[config.mk]
export PLATFORM = sky130hd
export DESIGN_NAME = decode_top
export DESIGN_NICKNAME = d
export VERILOG_FILES = /design/src/rv_decode_pkg.sv /design/src/axil_regs.sv /design/src/decode_ctrl.sv /design/src/decode_top.sv /design/src/instr_store.sv /design/src/result_store.sv /design/src/rv_decoder.sv
export SDC_FILE = /design/constraint.sdc
export NUM_CORES = 2
export LEC_CHECK = 0
export BUFFER_PORTS_ARGS = -buffer_cell sky130_fd_sc_hd__buf_2
export CORE_AREA = 10 10 399 401
export DETAILED_ROUTE_END_ITERATION = 7
export DIE_AREA = 0 0 409 411
export GPL_ROUTABILITY_DRIVEN = 0
export GPL_TIMING_DRIVEN = 1
export PLACE_DENSITY = 0.6
export SLEW_MARGIN = 20
export SYNTH_ARGS = -nofsm -noshare
export SYNTH_HDL_FRONTEND = slang
export SYNTH_SLANG_ARGS = --single-unit
[constraint.sdc]
create_clock -name global_bus -period 12 [get_ports global_bus]
set_clock_uncertainty 0.05 [all_clocks]
set_input_delay 1.2 -clock global_bus [delete_from_list [all_inputs] [get_ports global_bus]]
set_output_delay 1.2 -clock global_bus [all_outputs]
set_load 0.05 [all_outputs]
[src/rv_decode_pkg.sv]
// Decode front end localparams, width types, name/type/state enums, record and AXI4-Lite structs
`default_nettype none

package rv_decode_pkg;

  localparam int xlen = 32;
  localparam int store_depth = 16;

  typedef logic [$clog2(store_depth)-1:0] idx_t;
  typedef logic [31:0] instr_t;
  typedef logic [xlen-1:0] imm_t;
  typedef logic [4:0] reg_idx_t;
  typedef logic [7:0] axil_addr_t;

  localparam axil_addr_t addr_ctrl = 8'h00;  // [3:0] count-1, [8] start
  localparam axil_addr_t addr_status = 8'h04;  // [0] busy, [1] done
  localparam axil_addr_t addr_instr_base = 8'h40;
  localparam axil_addr_t addr_info_base = 8'h80;
  localparam axil_addr_t addr_imm_base = 8'hC0;

  localparam logic [1:0] resp_okay = 2'd0;
  localparam logic [1:0] resp_slverr = 2'd2;

  // Zero encoding is unknown so a cleared record reads as unknown
  typedef enum logic [5:0] {
    rv_unknown = 6'd0,
    rv_lui, rv_auipc, rv_jal, rv_jalr,
    rv_beq, rv_bne, rv_blt, rv_bge, rv_bltu, rv_bgeu,
    rv_lb, rv_lh, rv_lw, rv_lbu, rv_lhu, rv_sb, rv_sh, rv_sw,
    rv_addi, rv_slti, rv_sltiu, rv_xori, rv_ori, rv_andi, rv_slli, rv_srli, rv_srai,
    rv_add, rv_sub, rv_sll, rv_slt, rv_sltu, rv_xor, rv_srl, rv_sra, rv_or, rv_and,
    rv_ecall, rv_ebreak
  } instr_name_t;

  typedef enum logic [1:0] {none = 2'd0, al, ls, br} instr_type_t;

  typedef enum logic [1:0] {idle = 2'd0, run, drain} ctrl_state_t;

  typedef struct packed {
    reg_idx_t rd;
    reg_idx_t rs_1;
    reg_idx_t rs_2;
  } reg_fields_t;

  typedef struct packed {
    logic writes;
    logic jumps;
    logic uses_imm;
  } decode_flags_t;

  // Immediate on top so the low 26 bits are the info word
  typedef struct packed {
    imm_t          immediate;
    instr_name_t   instr_name;
    instr_type_t   instr_type;
    decode_flags_t flags;
    reg_fields_t   regs;
  } decoded_t;

  typedef struct packed {
    axil_addr_t      awaddr;
    logic            awvalid;
    logic [xlen-1:0] wdata;
    logic [3:0]      wstrb;
    logic            wvalid;
    logic            bready;
    axil_addr_t      araddr;
    logic            arvalid;
    logic            rready;
  } axil_req_t;

  typedef struct packed {
    logic            awready;
    logic            wready;
    logic [1:0]      bresp;
    logic            bvalid;
    logic            arready;
    logic [xlen-1:0] rdata;
    logic [1:0]      rresp;
    logic            rvalid;
  } axil_rsp_t;

endpackage

`default_nettype wire

[src/axil_regs.sv]
// AXI4-Lite slave with ctrl and status registers and the instruction, info and immediate windows
`timescale 1ns/1ps
`default_nettype none

module axil_regs (
  input  logic                     global_bus,
  input  logic                     rst,
  input  rv_decode_pkg::axil_req_t req,
  output rv_decode_pkg::axil_rsp_t rsp,
  input  logic                     busy,
  input  logic                     done,
  output logic                     start,
  output rv_decode_pkg::idx_t      last,
  output logic                     instr_we,
  output rv_decode_pkg::idx_t      instr_windex,
  output rv_decode_pkg::instr_t    instr_wdata,
  output rv_decode_pkg::idx_t      result_rindex,
  input  rv_decode_pkg::decoded_t  result_rdata
);

  logic wr_hs, rd_hs;
  logic wr_ctrl, wr_status, wr_instr, wr_err;
  logic rd_ctrl, rd_status, rd_err;
  logic bvalid, rvalid;
  logic [1:0] bresp, rresp;
  logic [rv_decode_pkg::xlen-1:0] rdata, rd_value;

  assign wr_hs = req.awvalid && req.wvalid && !bvalid;
  assign rd_hs = req.arvalid && !rvalid;

  assign wr_ctrl = (req.awaddr[7:2] == rv_decode_pkg::addr_ctrl[7:2]);
  assign wr_status = (req.awaddr[7:2] == rv_decode_pkg::addr_status[7:2]);
  assign wr_instr = (req.awaddr[7:6] == rv_decode_pkg::addr_instr_base[7:6]);
  assign wr_err = (busy && (wr_ctrl || wr_instr))
                  || (req.awaddr[7:6] == 2'b00 && !wr_ctrl && !wr_status);

  assign rd_ctrl = (req.araddr[7:2] == rv_decode_pkg::addr_ctrl[7:2]);
  assign rd_status = (req.araddr[7:2] == rv_decode_pkg::addr_status[7:2]);

  always_comb begin
    rd_value = '0;
    rd_err = 1'b0;
    case (req.araddr[7:6])
      2'b00: begin
        if (rd_ctrl) rd_value = {28'd0, last};
        else if (rd_status) rd_value = {30'd0, done, busy};
        else rd_err = 1'b1;
      end
      2'b01: rd_value = '0;  // Instruction window is write-only
      2'b10: rd_value = {6'd0, result_rdata.instr_name, result_rdata.instr_type,
                         result_rdata.flags, result_rdata.regs};
      default: rd_value = result_rdata.immediate;
    endcase
  end

  always_ff @(posedge global_bus) begin
    if (rst) begin
      bvalid <= 1'b0;
      rvalid <= 1'b0;
      start <= 1'b0;
      last <= '0;
    end else begin
      start <= 1'b0;
      if (wr_hs) begin
        bvalid <= 1'b1;
        if (wr_ctrl && !busy) begin
          last <= req.wdata[3:0];
          start <= req.wdata[8];  // One-cycle pulse
        end
      end else if (req.bready) begin
        bvalid <= 1'b0;
      end
      if (rd_hs) rvalid <= 1'b1;
      else if (req.rready) rvalid <= 1'b0;
    end
  end

  always_ff @(posedge global_bus) begin
    if (wr_hs) bresp <= wr_err ? rv_decode_pkg::resp_slverr : rv_decode_pkg::resp_okay;
    if (rd_hs) begin
      rdata <= rd_value;
      rresp <= rd_err ? rv_decode_pkg::resp_slverr : rv_decode_pkg::resp_okay;
    end
  end

  assign instr_we = wr_hs && wr_instr && !busy;
  assign instr_windex = req.awaddr[5:2];
  assign instr_wdata = req.wdata;
  assign result_rindex = req.araddr[5:2];  // Combinational store read

  assign rsp.awready = wr_hs;
  assign rsp.wready = wr_hs;
  assign rsp.bresp = bresp;
  assign rsp.bvalid = bvalid;
  assign rsp.arready = !rvalid;
  assign rsp.rdata = rdata;
  assign rsp.rresp = rresp;
  assign rsp.rvalid = rvalid;

endmodule

`default_nettype wire

[src/decode_ctrl.sv]
// Control FSM sequencing fetch, decode and result write-back with busy and done
`timescale 1ns/1ps
`default_nettype none

module decode_ctrl (
  input  logic                global_bus,
  input  logic                rst,
  input  logic                start,
  input  rv_decode_pkg::idx_t last,
  output rv_decode_pkg::idx_t fetch_index,
  output logic                hold,
  output logic                result_we,
  output rv_decode_pkg::idx_t result_index,
  output logic                busy,
  output logic                done
);

  rv_decode_pkg::ctrl_state_t state;
  rv_decode_pkg::idx_t fetch;
  logic pipe_valid;
  rv_decode_pkg::idx_t pipe_index;

  always_ff @(posedge global_bus) begin
    if (rst) begin
      state <= rv_decode_pkg::idle;
      fetch <= '0;
      done <= 1'b0;
      pipe_valid <= 1'b0;
    end else begin
      pipe_valid <= (state == rv_decode_pkg::run);  // Matches decoder latency
      case (state)
        rv_decode_pkg::idle: begin
          if (start) begin
            state <= rv_decode_pkg::run;
            fetch <= '0;
            done <= 1'b0;
          end
        end
        rv_decode_pkg::run: begin
          if (fetch == last) begin
            state <= rv_decode_pkg::drain;
          end else begin
            fetch <= fetch + 1'b1;
          end
        end
        rv_decode_pkg::drain: begin  // Final record is written this cycle
          state <= rv_decode_pkg::idle;
          done <= 1'b1;
        end
        default: state <= rv_decode_pkg::idle;
      endcase
    end
  end

  always_ff @(posedge global_bus) begin
    pipe_index <= fetch;
  end

  assign fetch_index = fetch;
  assign hold = (state != rv_decode_pkg::run);
  assign result_we = pipe_valid;
  assign result_index = pipe_index;
  assign busy = (state != rv_decode_pkg::idle);

endmodule

`default_nettype wire

[src/decode_top.sv]
// Decode front end top level connecting the register slave, FSM, stores and decoder
`timescale 1ns/1ps
`default_nettype none

module decode_top (
  input  logic                     global_bus,
  input  logic                     rst,
  input  rv_decode_pkg::axil_req_t req,
  output rv_decode_pkg::axil_rsp_t rsp
);

  logic start, busy, done, hold, instr_we, result_we;
  rv_decode_pkg::idx_t last, instr_windex, result_rindex, fetch_index, result_index;
  rv_decode_pkg::instr_t instr_wdata, instr;
  rv_decode_pkg::decoded_t result_rdata, decoded;

  axil_regs i_regs (
    .global_bus(global_bus), .rst(rst), .req(req), .rsp(rsp),
    .busy(busy), .done(done), .start(start), .last(last),
    .instr_we(instr_we), .instr_windex(instr_windex), .instr_wdata(instr_wdata),
    .result_rindex(result_rindex), .result_rdata(result_rdata)
  );

  decode_ctrl i_ctrl (
    .global_bus(global_bus), .rst(rst), .start(start), .last(last),
    .fetch_index(fetch_index), .hold(hold), .result_we(result_we),
    .result_index(result_index), .busy(busy), .done(done)
  );

  instr_store i_instr_store (
    .global_bus(global_bus), .we(instr_we), .windex(instr_windex),
    .wdata(instr_wdata), .rindex(fetch_index), .rdata(instr)
  );

  rv_decoder i_decoder (
    .global_bus(global_bus), .instr(instr), .hold(hold), .decoded(decoded)
  );

  result_store i_result_store (
    .global_bus(global_bus), .we(result_we), .windex(result_index),
    .wdata(decoded), .rindex(result_rindex), .rdata(result_rdata)
  );

endmodule

`default_nettype wire

[src/instr_store.sv]
// Instruction store, 16 words, host write port and async read for the control block
`timescale 1ns/1ps
`default_nettype none

module instr_store (
  input  logic                  global_bus,
  input  logic                  we,
  input  rv_decode_pkg::idx_t   windex,
  input  rv_decode_pkg::instr_t wdata,
  input  rv_decode_pkg::idx_t   rindex,
  output rv_decode_pkg::instr_t rdata
);

  rv_decode_pkg::instr_t mem [rv_decode_pkg::store_depth];

  always_ff @(posedge global_bus) begin
    if (we) begin
      mem[windex] <= wdata;
    end
  end

  assign rdata = mem[rindex];  // Same-cycle fetch

endmodule

`default_nettype wire

[src/result_store.sv]
// Result store, 16 decoded records, written by the control block and read by the host
`timescale 1ns/1ps
`default_nettype none

module result_store (
  input  logic                    global_bus,
  input  logic                    we,
  input  rv_decode_pkg::idx_t     windex,
  input  rv_decode_pkg::decoded_t wdata,
  input  rv_decode_pkg::idx_t     rindex,
  output rv_decode_pkg::decoded_t rdata
);

  rv_decode_pkg::decoded_t mem [rv_decode_pkg::store_depth];

  always_ff @(posedge global_bus) begin
    if (we) begin
      mem[windex] <= wdata;
    end
  end

  assign rdata = mem[rindex];  // Host read data path

endmodule

`default_nettype wire

[src/rv_decoder.sv]
// Registered RV32I decoder giving name, type, flags, register fields and immediate
`timescale 1ns/1ps
`default_nettype none

module rv_decoder (
  input  logic                    global_bus,
  input  rv_decode_pkg::instr_t   instr,
  input  logic                    hold,
  output rv_decode_pkg::decoded_t decoded
);

  logic [2:0] funct3;
  rv_decode_pkg::imm_t imm_i, imm_s, imm_b, imm_u, imm_j, shamt;
  rv_decode_pkg::reg_fields_t regs_i, regs_r, regs_s, regs_u;
  rv_decode_pkg::decoded_t nxt;

  assign funct3 = instr[14:12];

  assign imm_i = {{20{instr[31]}}, instr[31:20]};
  assign imm_s = {{20{instr[31]}}, instr[31:25], instr[11:7]};
  assign imm_b = {{20{instr[31]}}, instr[7], instr[30:25], instr[11:8], 1'b0};
  assign imm_u = {instr[31:12], 12'd0};
  assign imm_j = {{12{instr[31]}}, instr[19:12], instr[20], instr[30:21], 1'b0};
  assign shamt = {27'd0, instr[24:20]};

  assign regs_i = {instr[11:7], instr[19:15], 5'd0};
  assign regs_r = {instr[11:7], instr[19:15], instr[24:20]};
  assign regs_s = {5'd0, instr[19:15], instr[24:20]};
  assign regs_u = {instr[11:7], 10'd0};

  always_comb begin
    nxt = '0;
    case (instr[4:2])
      3'b000: begin
        case (instr[6:5])
          2'b00: begin  // LOAD
            nxt.instr_type = rv_decode_pkg::ls;
            nxt.flags.writes = 1'b1;
            nxt.regs = regs_i;
            nxt.immediate = imm_i;
            case (funct3)
              3'b000: nxt.instr_name = rv_decode_pkg::rv_lb;
              3'b001: nxt.instr_name = rv_decode_pkg::rv_lh;
              3'b010: nxt.instr_name = rv_decode_pkg::rv_lw;
              3'b100: nxt.instr_name = rv_decode_pkg::rv_lbu;
              3'b101: nxt.instr_name = rv_decode_pkg::rv_lhu;
              default: nxt.instr_name = rv_decode_pkg::rv_unknown;
            endcase
          end
          2'b01: begin  // STORE
            nxt.instr_type = rv_decode_pkg::ls;
            nxt.regs = regs_s;
            nxt.immediate = imm_s;
            case (funct3)
              3'b000: nxt.instr_name = rv_decode_pkg::rv_sb;
              3'b001: nxt.instr_name = rv_decode_pkg::rv_sh;
              3'b010: nxt.instr_name = rv_decode_pkg::rv_sw;
              default: nxt.instr_name = rv_decode_pkg::rv_unknown;
            endcase
          end
          2'b11: begin  // BRANCH
            nxt.instr_type = rv_decode_pkg::br;
            nxt.flags.jumps = 1'b1;
            nxt.regs = regs_s;
            nxt.immediate = imm_b;
            case (funct3)
              3'b000: nxt.instr_name = rv_decode_pkg::rv_beq;
              3'b001: nxt.instr_name = rv_decode_pkg::rv_bne;
              3'b100: nxt.instr_name = rv_decode_pkg::rv_blt;
              3'b101: nxt.instr_name = rv_decode_pkg::rv_bge;
              3'b110: nxt.instr_name = rv_decode_pkg::rv_bltu;
              3'b111: nxt.instr_name = rv_decode_pkg::rv_bgeu;
              default: nxt.instr_name = rv_decode_pkg::rv_unknown;
            endcase
          end
          default: nxt.instr_name = rv_decode_pkg::rv_unknown;
        endcase
      end
      3'b001: begin  // JALR
        if (instr[6:5] == 2'b11) begin
          nxt = '{imm_i, rv_decode_pkg::rv_jalr, rv_decode_pkg::br, 3'b110, regs_i};
        end
      end
      3'b011: begin
        if (instr[6:5] == 2'b00) begin  // FENCE treated as a plain ADDI
          nxt.instr_name = rv_decode_pkg::rv_addi;
          nxt.instr_type = rv_decode_pkg::al;
        end else if (instr[6:5] == 2'b11) begin  // JAL
          nxt = '{imm_j, rv_decode_pkg::rv_jal, rv_decode_pkg::br, 3'b110, regs_u};
        end
      end
      3'b100: begin
        nxt.instr_type = rv_decode_pkg::al;
        case (instr[6:5])
          2'b00: begin  // OP-IMM
            nxt.flags = 3'b101;
            nxt.regs = regs_i;
            nxt.immediate = (funct3 == 3'b001 || funct3 == 3'b101) ? shamt : imm_i;
            case (funct3)
              3'b000: nxt.instr_name = rv_decode_pkg::rv_addi;
              3'b001: nxt.instr_name = rv_decode_pkg::rv_slli;
              3'b010: nxt.instr_name = rv_decode_pkg::rv_slti;
              3'b011: nxt.instr_name = rv_decode_pkg::rv_sltiu;
              3'b100: nxt.instr_name = rv_decode_pkg::rv_xori;
              3'b101: nxt.instr_name = instr[30] ? rv_decode_pkg::rv_srai : rv_decode_pkg::rv_srli;
              3'b110: nxt.instr_name = rv_decode_pkg::rv_ori;
              default: nxt.instr_name = rv_decode_pkg::rv_andi;
            endcase
          end
          2'b01: begin  // OP
            nxt.flags.writes = 1'b1;
            nxt.regs = regs_r;
            case (funct3)
              3'b000: nxt.instr_name = instr[30] ? rv_decode_pkg::rv_sub : rv_decode_pkg::rv_add;
              3'b001: nxt.instr_name = rv_decode_pkg::rv_sll;
              3'b010: nxt.instr_name = rv_decode_pkg::rv_slt;
              3'b011: nxt.instr_name = rv_decode_pkg::rv_sltu;
              3'b100: nxt.instr_name = rv_decode_pkg::rv_xor;
              3'b101: nxt.instr_name = instr[30] ? rv_decode_pkg::rv_sra : rv_decode_pkg::rv_srl;
              3'b110: nxt.instr_name = rv_decode_pkg::rv_or;
              default: nxt.instr_name = rv_decode_pkg::rv_and;
            endcase
          end
          2'b11: nxt.instr_name = instr[20] ? rv_decode_pkg::rv_ebreak : rv_decode_pkg::rv_ecall;
          default: nxt.instr_name = rv_decode_pkg::rv_unknown;
        endcase
      end
      3'b101: begin  // AUIPC and LUI
        if (!instr[6]) begin
          nxt.instr_name = instr[5] ? rv_decode_pkg::rv_lui : rv_decode_pkg::rv_auipc;
          nxt.instr_type = rv_decode_pkg::al;
          nxt.flags.writes = 1'b1;
          nxt.regs = regs_u;
          nxt.immediate = imm_u;
        end
      end
      default: nxt.instr_name = rv_decode_pkg::rv_unknown;
    endcase
    // Non-32-bit encodings (incl. the zero word) and unmatched cases give an all-zero record
    if (instr[1:0] != 2'b11 || nxt.instr_name == rv_decode_pkg::rv_unknown) begin
      nxt = '0;
    end
  end

  always_ff @(posedge global_bus) begin
    if (!hold) begin
      decoded <= nxt;
    end
  end

endmodule

`default_nettype wire

* Word level (Yosys, flattened, before mapping) *
Memory sizes are Yosys's and may differ from the RTL's. A register that Yosys moved wholly into a read port is not among the register bits.
Cells that the tools add are included.

word-level totals
  register bits = 113
  RAM bits = 1,440
  input bits = 59
  output and inout bits = 41
  logic and storage cells = 152
  memories kept = 2

memories
  name                depth  bits a word  read ports  clocked after memory_dff  wr ports  line                text
  i_result_store.mem  16     58           1           0                         1         result_store.sv:14  rv_decode_pkg::decoded_t mem [rv_decode_pkg::store_depth];
  i_instr_store.mem   16     32           1           1                         1         instr_store.sv:14   rv_decode_pkg::instr_t mem [rv_decode_pkg::store_depth];

operators by class
  add/subtract/negate cells = 1
  equality and inequality tests = 26
  multiplexer cells = 61
  bitwise operators = 2
  reductions and logical operators = 39

operator list
  kind                                            number
  one-hot mux 32 bit (3 select lines)             2
  one-hot mux 32 bit (5 select lines)             1
  2-to-1 mux 32 bit                               4
  2-to-1 mux 58 bit                               2
  one-hot mux 6 bit (7 select lines)              2
  one-hot mux 15 bit (5 select lines)             1
  one-hot mux 15 bit (2 select lines)             2
  2-to-1 mux 41 bit                               1
  one-hot mux 5 bit (3 select lines)              2
  one-hot mux 6 bit (5 select lines)              1
  one-hot mux 4 bit (6 select lines)              1
  2-to-1 mux 1 bit                                20
  one-hot mux 4 bit (5 select lines)              1
  == test 3 bit (second input constant)           6
  logical NOT 6 bit                               3
  2-to-1 mux 18 bit                               1
  one-hot mux 6 bit (3 select lines)              1
  2-to-1 mux 4 bit                                4
  2-to-1 mux 15 bit                               1
  one-hot mux 3 bit (5 select lines)              1
  == test 6 x 1 -> 1 bit (second input constant)  2
  2-to-1 mux 2 bit                                6
  nonzero test 2 bit                              5
  == test 3 x 2 -> 1 bit (second input constant)  3
  other kinds (23)                                56

* Depth between registers and ports, before layout *
  word-level depth = 6
  mapped depth = 17
  gate-level depth less buffers = 12

* Modules after synthesis *
Synthesis repeated with hierarchy kept, for this count alone.

second synthesis, totals
  cells, all modules = 2,793
  area, all modules = 59,896.2 um2

by module, submodules not included
  module        times used  cells each  area an instance (um2)  sequential area each (um2)
  result_store  1           1,438       34,734.6                27,866.7
  instr_store   1           806         19,194.7                15,374.7
  rv_decoder    1           304         3,200.6                 1,741.7
  axil_regs     1           196         2,278.4                 1,161.1
  decode_ctrl   1           49          488.0                   240.2

* Least setup slack after synthesis *
OpenSTA, ideal clock, no wires.

  path kind = register to register
  start point = reg i_ctrl.pipe_valid (netlist: i_ctrl.result_we)
  end point = mem i_result_store.mem[0][0] in the netlist's numbering, enable pin
  setup time = 545 ps
  data arrival time = 4,785 ps
  data required time = 11,405 ps
  path slack = 6,620 ps
  cell stages (with the launch flop) = 3
  path buffers = 0
  period minus slack after synthesis = 5,380 ps
  path through = dfxtp_1 -> or3b_2 -> nor3_1

between the ends
  word-level cells in the longest chain between the ends = 2

ends and longest elaborated chain
  element                                 line                text
  start, declared                         decode_ctrl.sv:20   logic pipe_valid;
  start signal, assigned                  decode_ctrl.sv:30   pipe_valid <= (state == rv_decode_pkg::run);
  2-to-1 mux 1 bit                        result_store.sv:17  if (we) begin
  2-to-1 mux 1 bit (implied by the code)  result_store.sv:18  mem[windex] <= wdata;
  end, declared                           result_store.sv:14

No other way between the ends.

==> impl_metrics.toml <==
[global_route]
antenna_found_initial = 23
grt_pass1_vias = 28677
grt_pass1_wl_mm = 201
grt_max_degree = 158
grt_overflow_total = 0
grtUsageTotal_pct = 16.4

[cts]
cts_hold_buf = 0
cts_tree = "built"
cts_resized = 0
cts-root-buf = "clkbuf_16"
cts_sinks = 1555
cts_buffer_depth = 3
clk_pin_slew_ps = 60
h-tree-depth = 4
clk_latency_ps = 780
cts_made_buffers = 154
cts_setup_buffers = 0

[worst_setup_path]
slowest_delay_ps = 870
critPathLaunchType = "flop"
cp.required_ps = 12530
cp_max_fo = 49
worstPathArrival_ps = 6340
path_buf_inv = 3
crit_slowest_cell = "buf_4"
worstSetupPathType = "reg2reg"
worst_path_dominant_cell_family = "buffers and inverters"
path_cells = "buf_4 -> buf_4 -> mux4_2 -> o22ai_1 -> nor2_2 -> nor4_4 -> inv_2 -> o211ai_2 -> and2_1 -> a21oi_1 -> nor3_2"
cp-end-kind = "flop"
crit_top_cell = "buf_4"

[logic_synthesis]
ys_types = 76
avgSynthCellArea_um2 = 23.0
netlist_instances = 2604
ys_seq_elements = 1555
yosys-top-cells-count = "edfxtp_1 (1532), mux4_2 (421), clkbuf_1 (72)"
syn_area_um2 = 60000
ys_async_sr_fraction_pct = 0
ys_seq_area_share_pct = 77.4
yosysMostFrequentCell = "edfxtp_1"
synth_top_area_share_pct = 76.6
ys.flop_type = "edfxtp_1"
synth_area_leaders = "edfxtp_1 (77%), mux4_2 (16%), dfxtp_1 (0.77%), mux2i_1 (0.58%), mux4_1 (0.53%)"
synth_edf_count = 1532
yosys.area.top_type = "edfxtp_1"
ys.warnings.count = 0

[die]
die_w_um = 409
start_util_pct = 39.7
dieHeight_um = 411
dieArea_um2 = 168000
core_area_um2 = 151000
pin_count = 100
rows = 143

[route]
drcViolationCount = 0
routedWlPerCell_um = 28.2
drt_iter0_drc = 2449
vias_per_cell = 5.56
routed_wl_mm = 139
drtPass1Iterations = 5
drtAntennaViolNets = 1
num_vias = 27497

[timing]
finalCritPeriodShare_pct = 48.4
drv_slew = 0
rsz0062_at_grt = "false"
final.setup.tns_ps = 0
slew_headroom_pct = 19.9
setup_viol = 0
period_needed_ps = 5810
hold_viol_final = 0
hold_ws_ps = 361
maxClockFrequency_mhz = 172
tightestPinTransition_ps = 1190

[job]
cap_violations = 0

[power]
pwr_density_cell_nw_per_um2 = 159
finalPower_mw = 10.8
ir_drop_mv = 0.136
leakage_nw = 20.7

[worst_hold_path]
hold_path.class = "reg2reg"

[outcome]
status = "finished with violations"
violations = "antenna violations"

[place]
port_buffers = 89
hpwlAfterDp_mm = 75.0

[layout]
final_nets = 2847
drive_gt1_share_pct = 31.1
area_growth_syn_to_layout_pct = 13.2
post-route-util_pct = 44.9
-- worst paths after layout --
check | startpoint | depth (start not counted) | slack (ps) | end
setup / recovery | flop | 11 | 6190 | i_decoder.decoded[47]$_SDFFCE_PP0P_
hold / removal | i_ctrl.fetch_index[3]$_SDFFE_PP0P_ | 0 | 360 | i_ctrl.result_index[3]$_DFF_P_
setup reg to reg | flop | 11 | 6190 | i_decoder.decoded[47]$_SDFFCE_PP0P_
hold reg to reg | i_ctrl.fetch_index[3]$_SDFFE_PP0P_ | 0 | 360 | i_ctrl.result_index[3]$_DFF_P_
-- through the flow --
stage	worst slack [ps]	instances	area [µm²]
2_1_floorplan	6620	2605	60000
3_3_place_gp	6250	4657	63100
3_5_place_dp	6110	4657	63100
4_1_cts	6090	4936	67900
5_1_grt	5700	4936	67900
6_report	6190	4943	67900
-- layer usage --
| metal | global-route usage, % | routed length, µm | up-vias |
|---|---|---|---|
| li1 | - | - | 11430 |
| met1 | 22.0 | 57300 | 14740 |
| met2 | 27.2 | 69200 | 1031 |
| met3 | 3.06 | 9220 | 266 |
| met4 | 5.03 | 3380 | 30 |
| met5 | 0 | 184 | - |
-- sequential cells by signal (all words and copies together), names as in the netlist, named ones only --
| signal | flops |
|---|---|
| i_result_store.mem | 928 |
| i_instr_store.mem | 512 |
| i_decoder.decoded | 58 |
| i_regs.rdata | 32 |
| i_ctrl.fetch_index | 4 |
| i_ctrl.result_index | 4 |
| i_regs.last | 4 |
| i_ctrl.state | 2 |
| i_ctrl.done | 1 |
| i_ctrl.result_we | 1 |
| i_regs.bresp | 1 |
| i_regs.bvalid | 1 |
| i_regs.rresp | 1 |
| i_regs.rvalid | 1 |
| i_regs.start | 1 |
-- cells in the final DEF, fill, tap and decap left out, types with 31 or more instances in the layout --
cell / synthesis / routed
nor3_2: 27 / 31
nor2_1: 60 / 32
clkbuf_16: 0 / 159
mux2i_1: 35 / 34
clkbuf_1: 72 / 36
nand2_1: 46 / 46
mux4_2: 421 / 421
nor2b_1: 37 / 36
nand3_1: 35 / 35
buf_2: 12 / 85
clkinv_1: 0 / 32
buf_4: 13 / 71
clkinv_2: 0 / 31
edfxtp_1: 1532 / 1532
a21oi_1: 35 / 35
-- worst reg2reg max path, cell delays in order (launching register included) --
cell	delay, ps
dfxtp_4	620
buf_4	830
buf_4	890
mux4_2	630
o22ai_1	360
nor2_2	210
nor4_4	560
inv_2	140
o211ai_2	480
and2_1	490
a21oi_1	110
nor3_2	260
-- cells by family after synthesis --
kind of cell	after synthesis	share of synthesized area [%]
adder cells (fa/ha/maj)	6	0.121
other	1	0.00625
XOR/XNOR	7	0.102
buffers and inverters	156	1.29
multiplexers	472	17.0
AO/OA/AOI/OAI	114	1.29
AND/OR/NAND/NOR	293	2.79
flip-flops	1555	77.4
-- cell type report --
| cell class | instances | area, µm² |
|---|---|---|
| tap | 2030 | 2540 |
| clock buffer | 196 | 4130 |
| timing repair buffer | 159 | 1010 |
| sequential | 1555 | 46500 |
| antenna | 7 | 17.5 |
| multi-input combinational | 894 | 13000 |
| inverter | 19 | 71.3 |
| clock inverter | 83 | 664 |
| fill | 12493 | 83200 |
-- power breakdown --
group / internal (mW) / leakage, nW / total [mW] / switching, mW
Clock: 2.58 / 2.35 / 4.57 / 1.99
Sequential: 5.92 / 14.0 / 5.93 / 0.00670
Combinational: 0.126 / 4.43 / 0.308 / 0.182
Total: 8.62 / 20.7 / 10.8 / 2.18
Power figures use the tool's default switching activity.
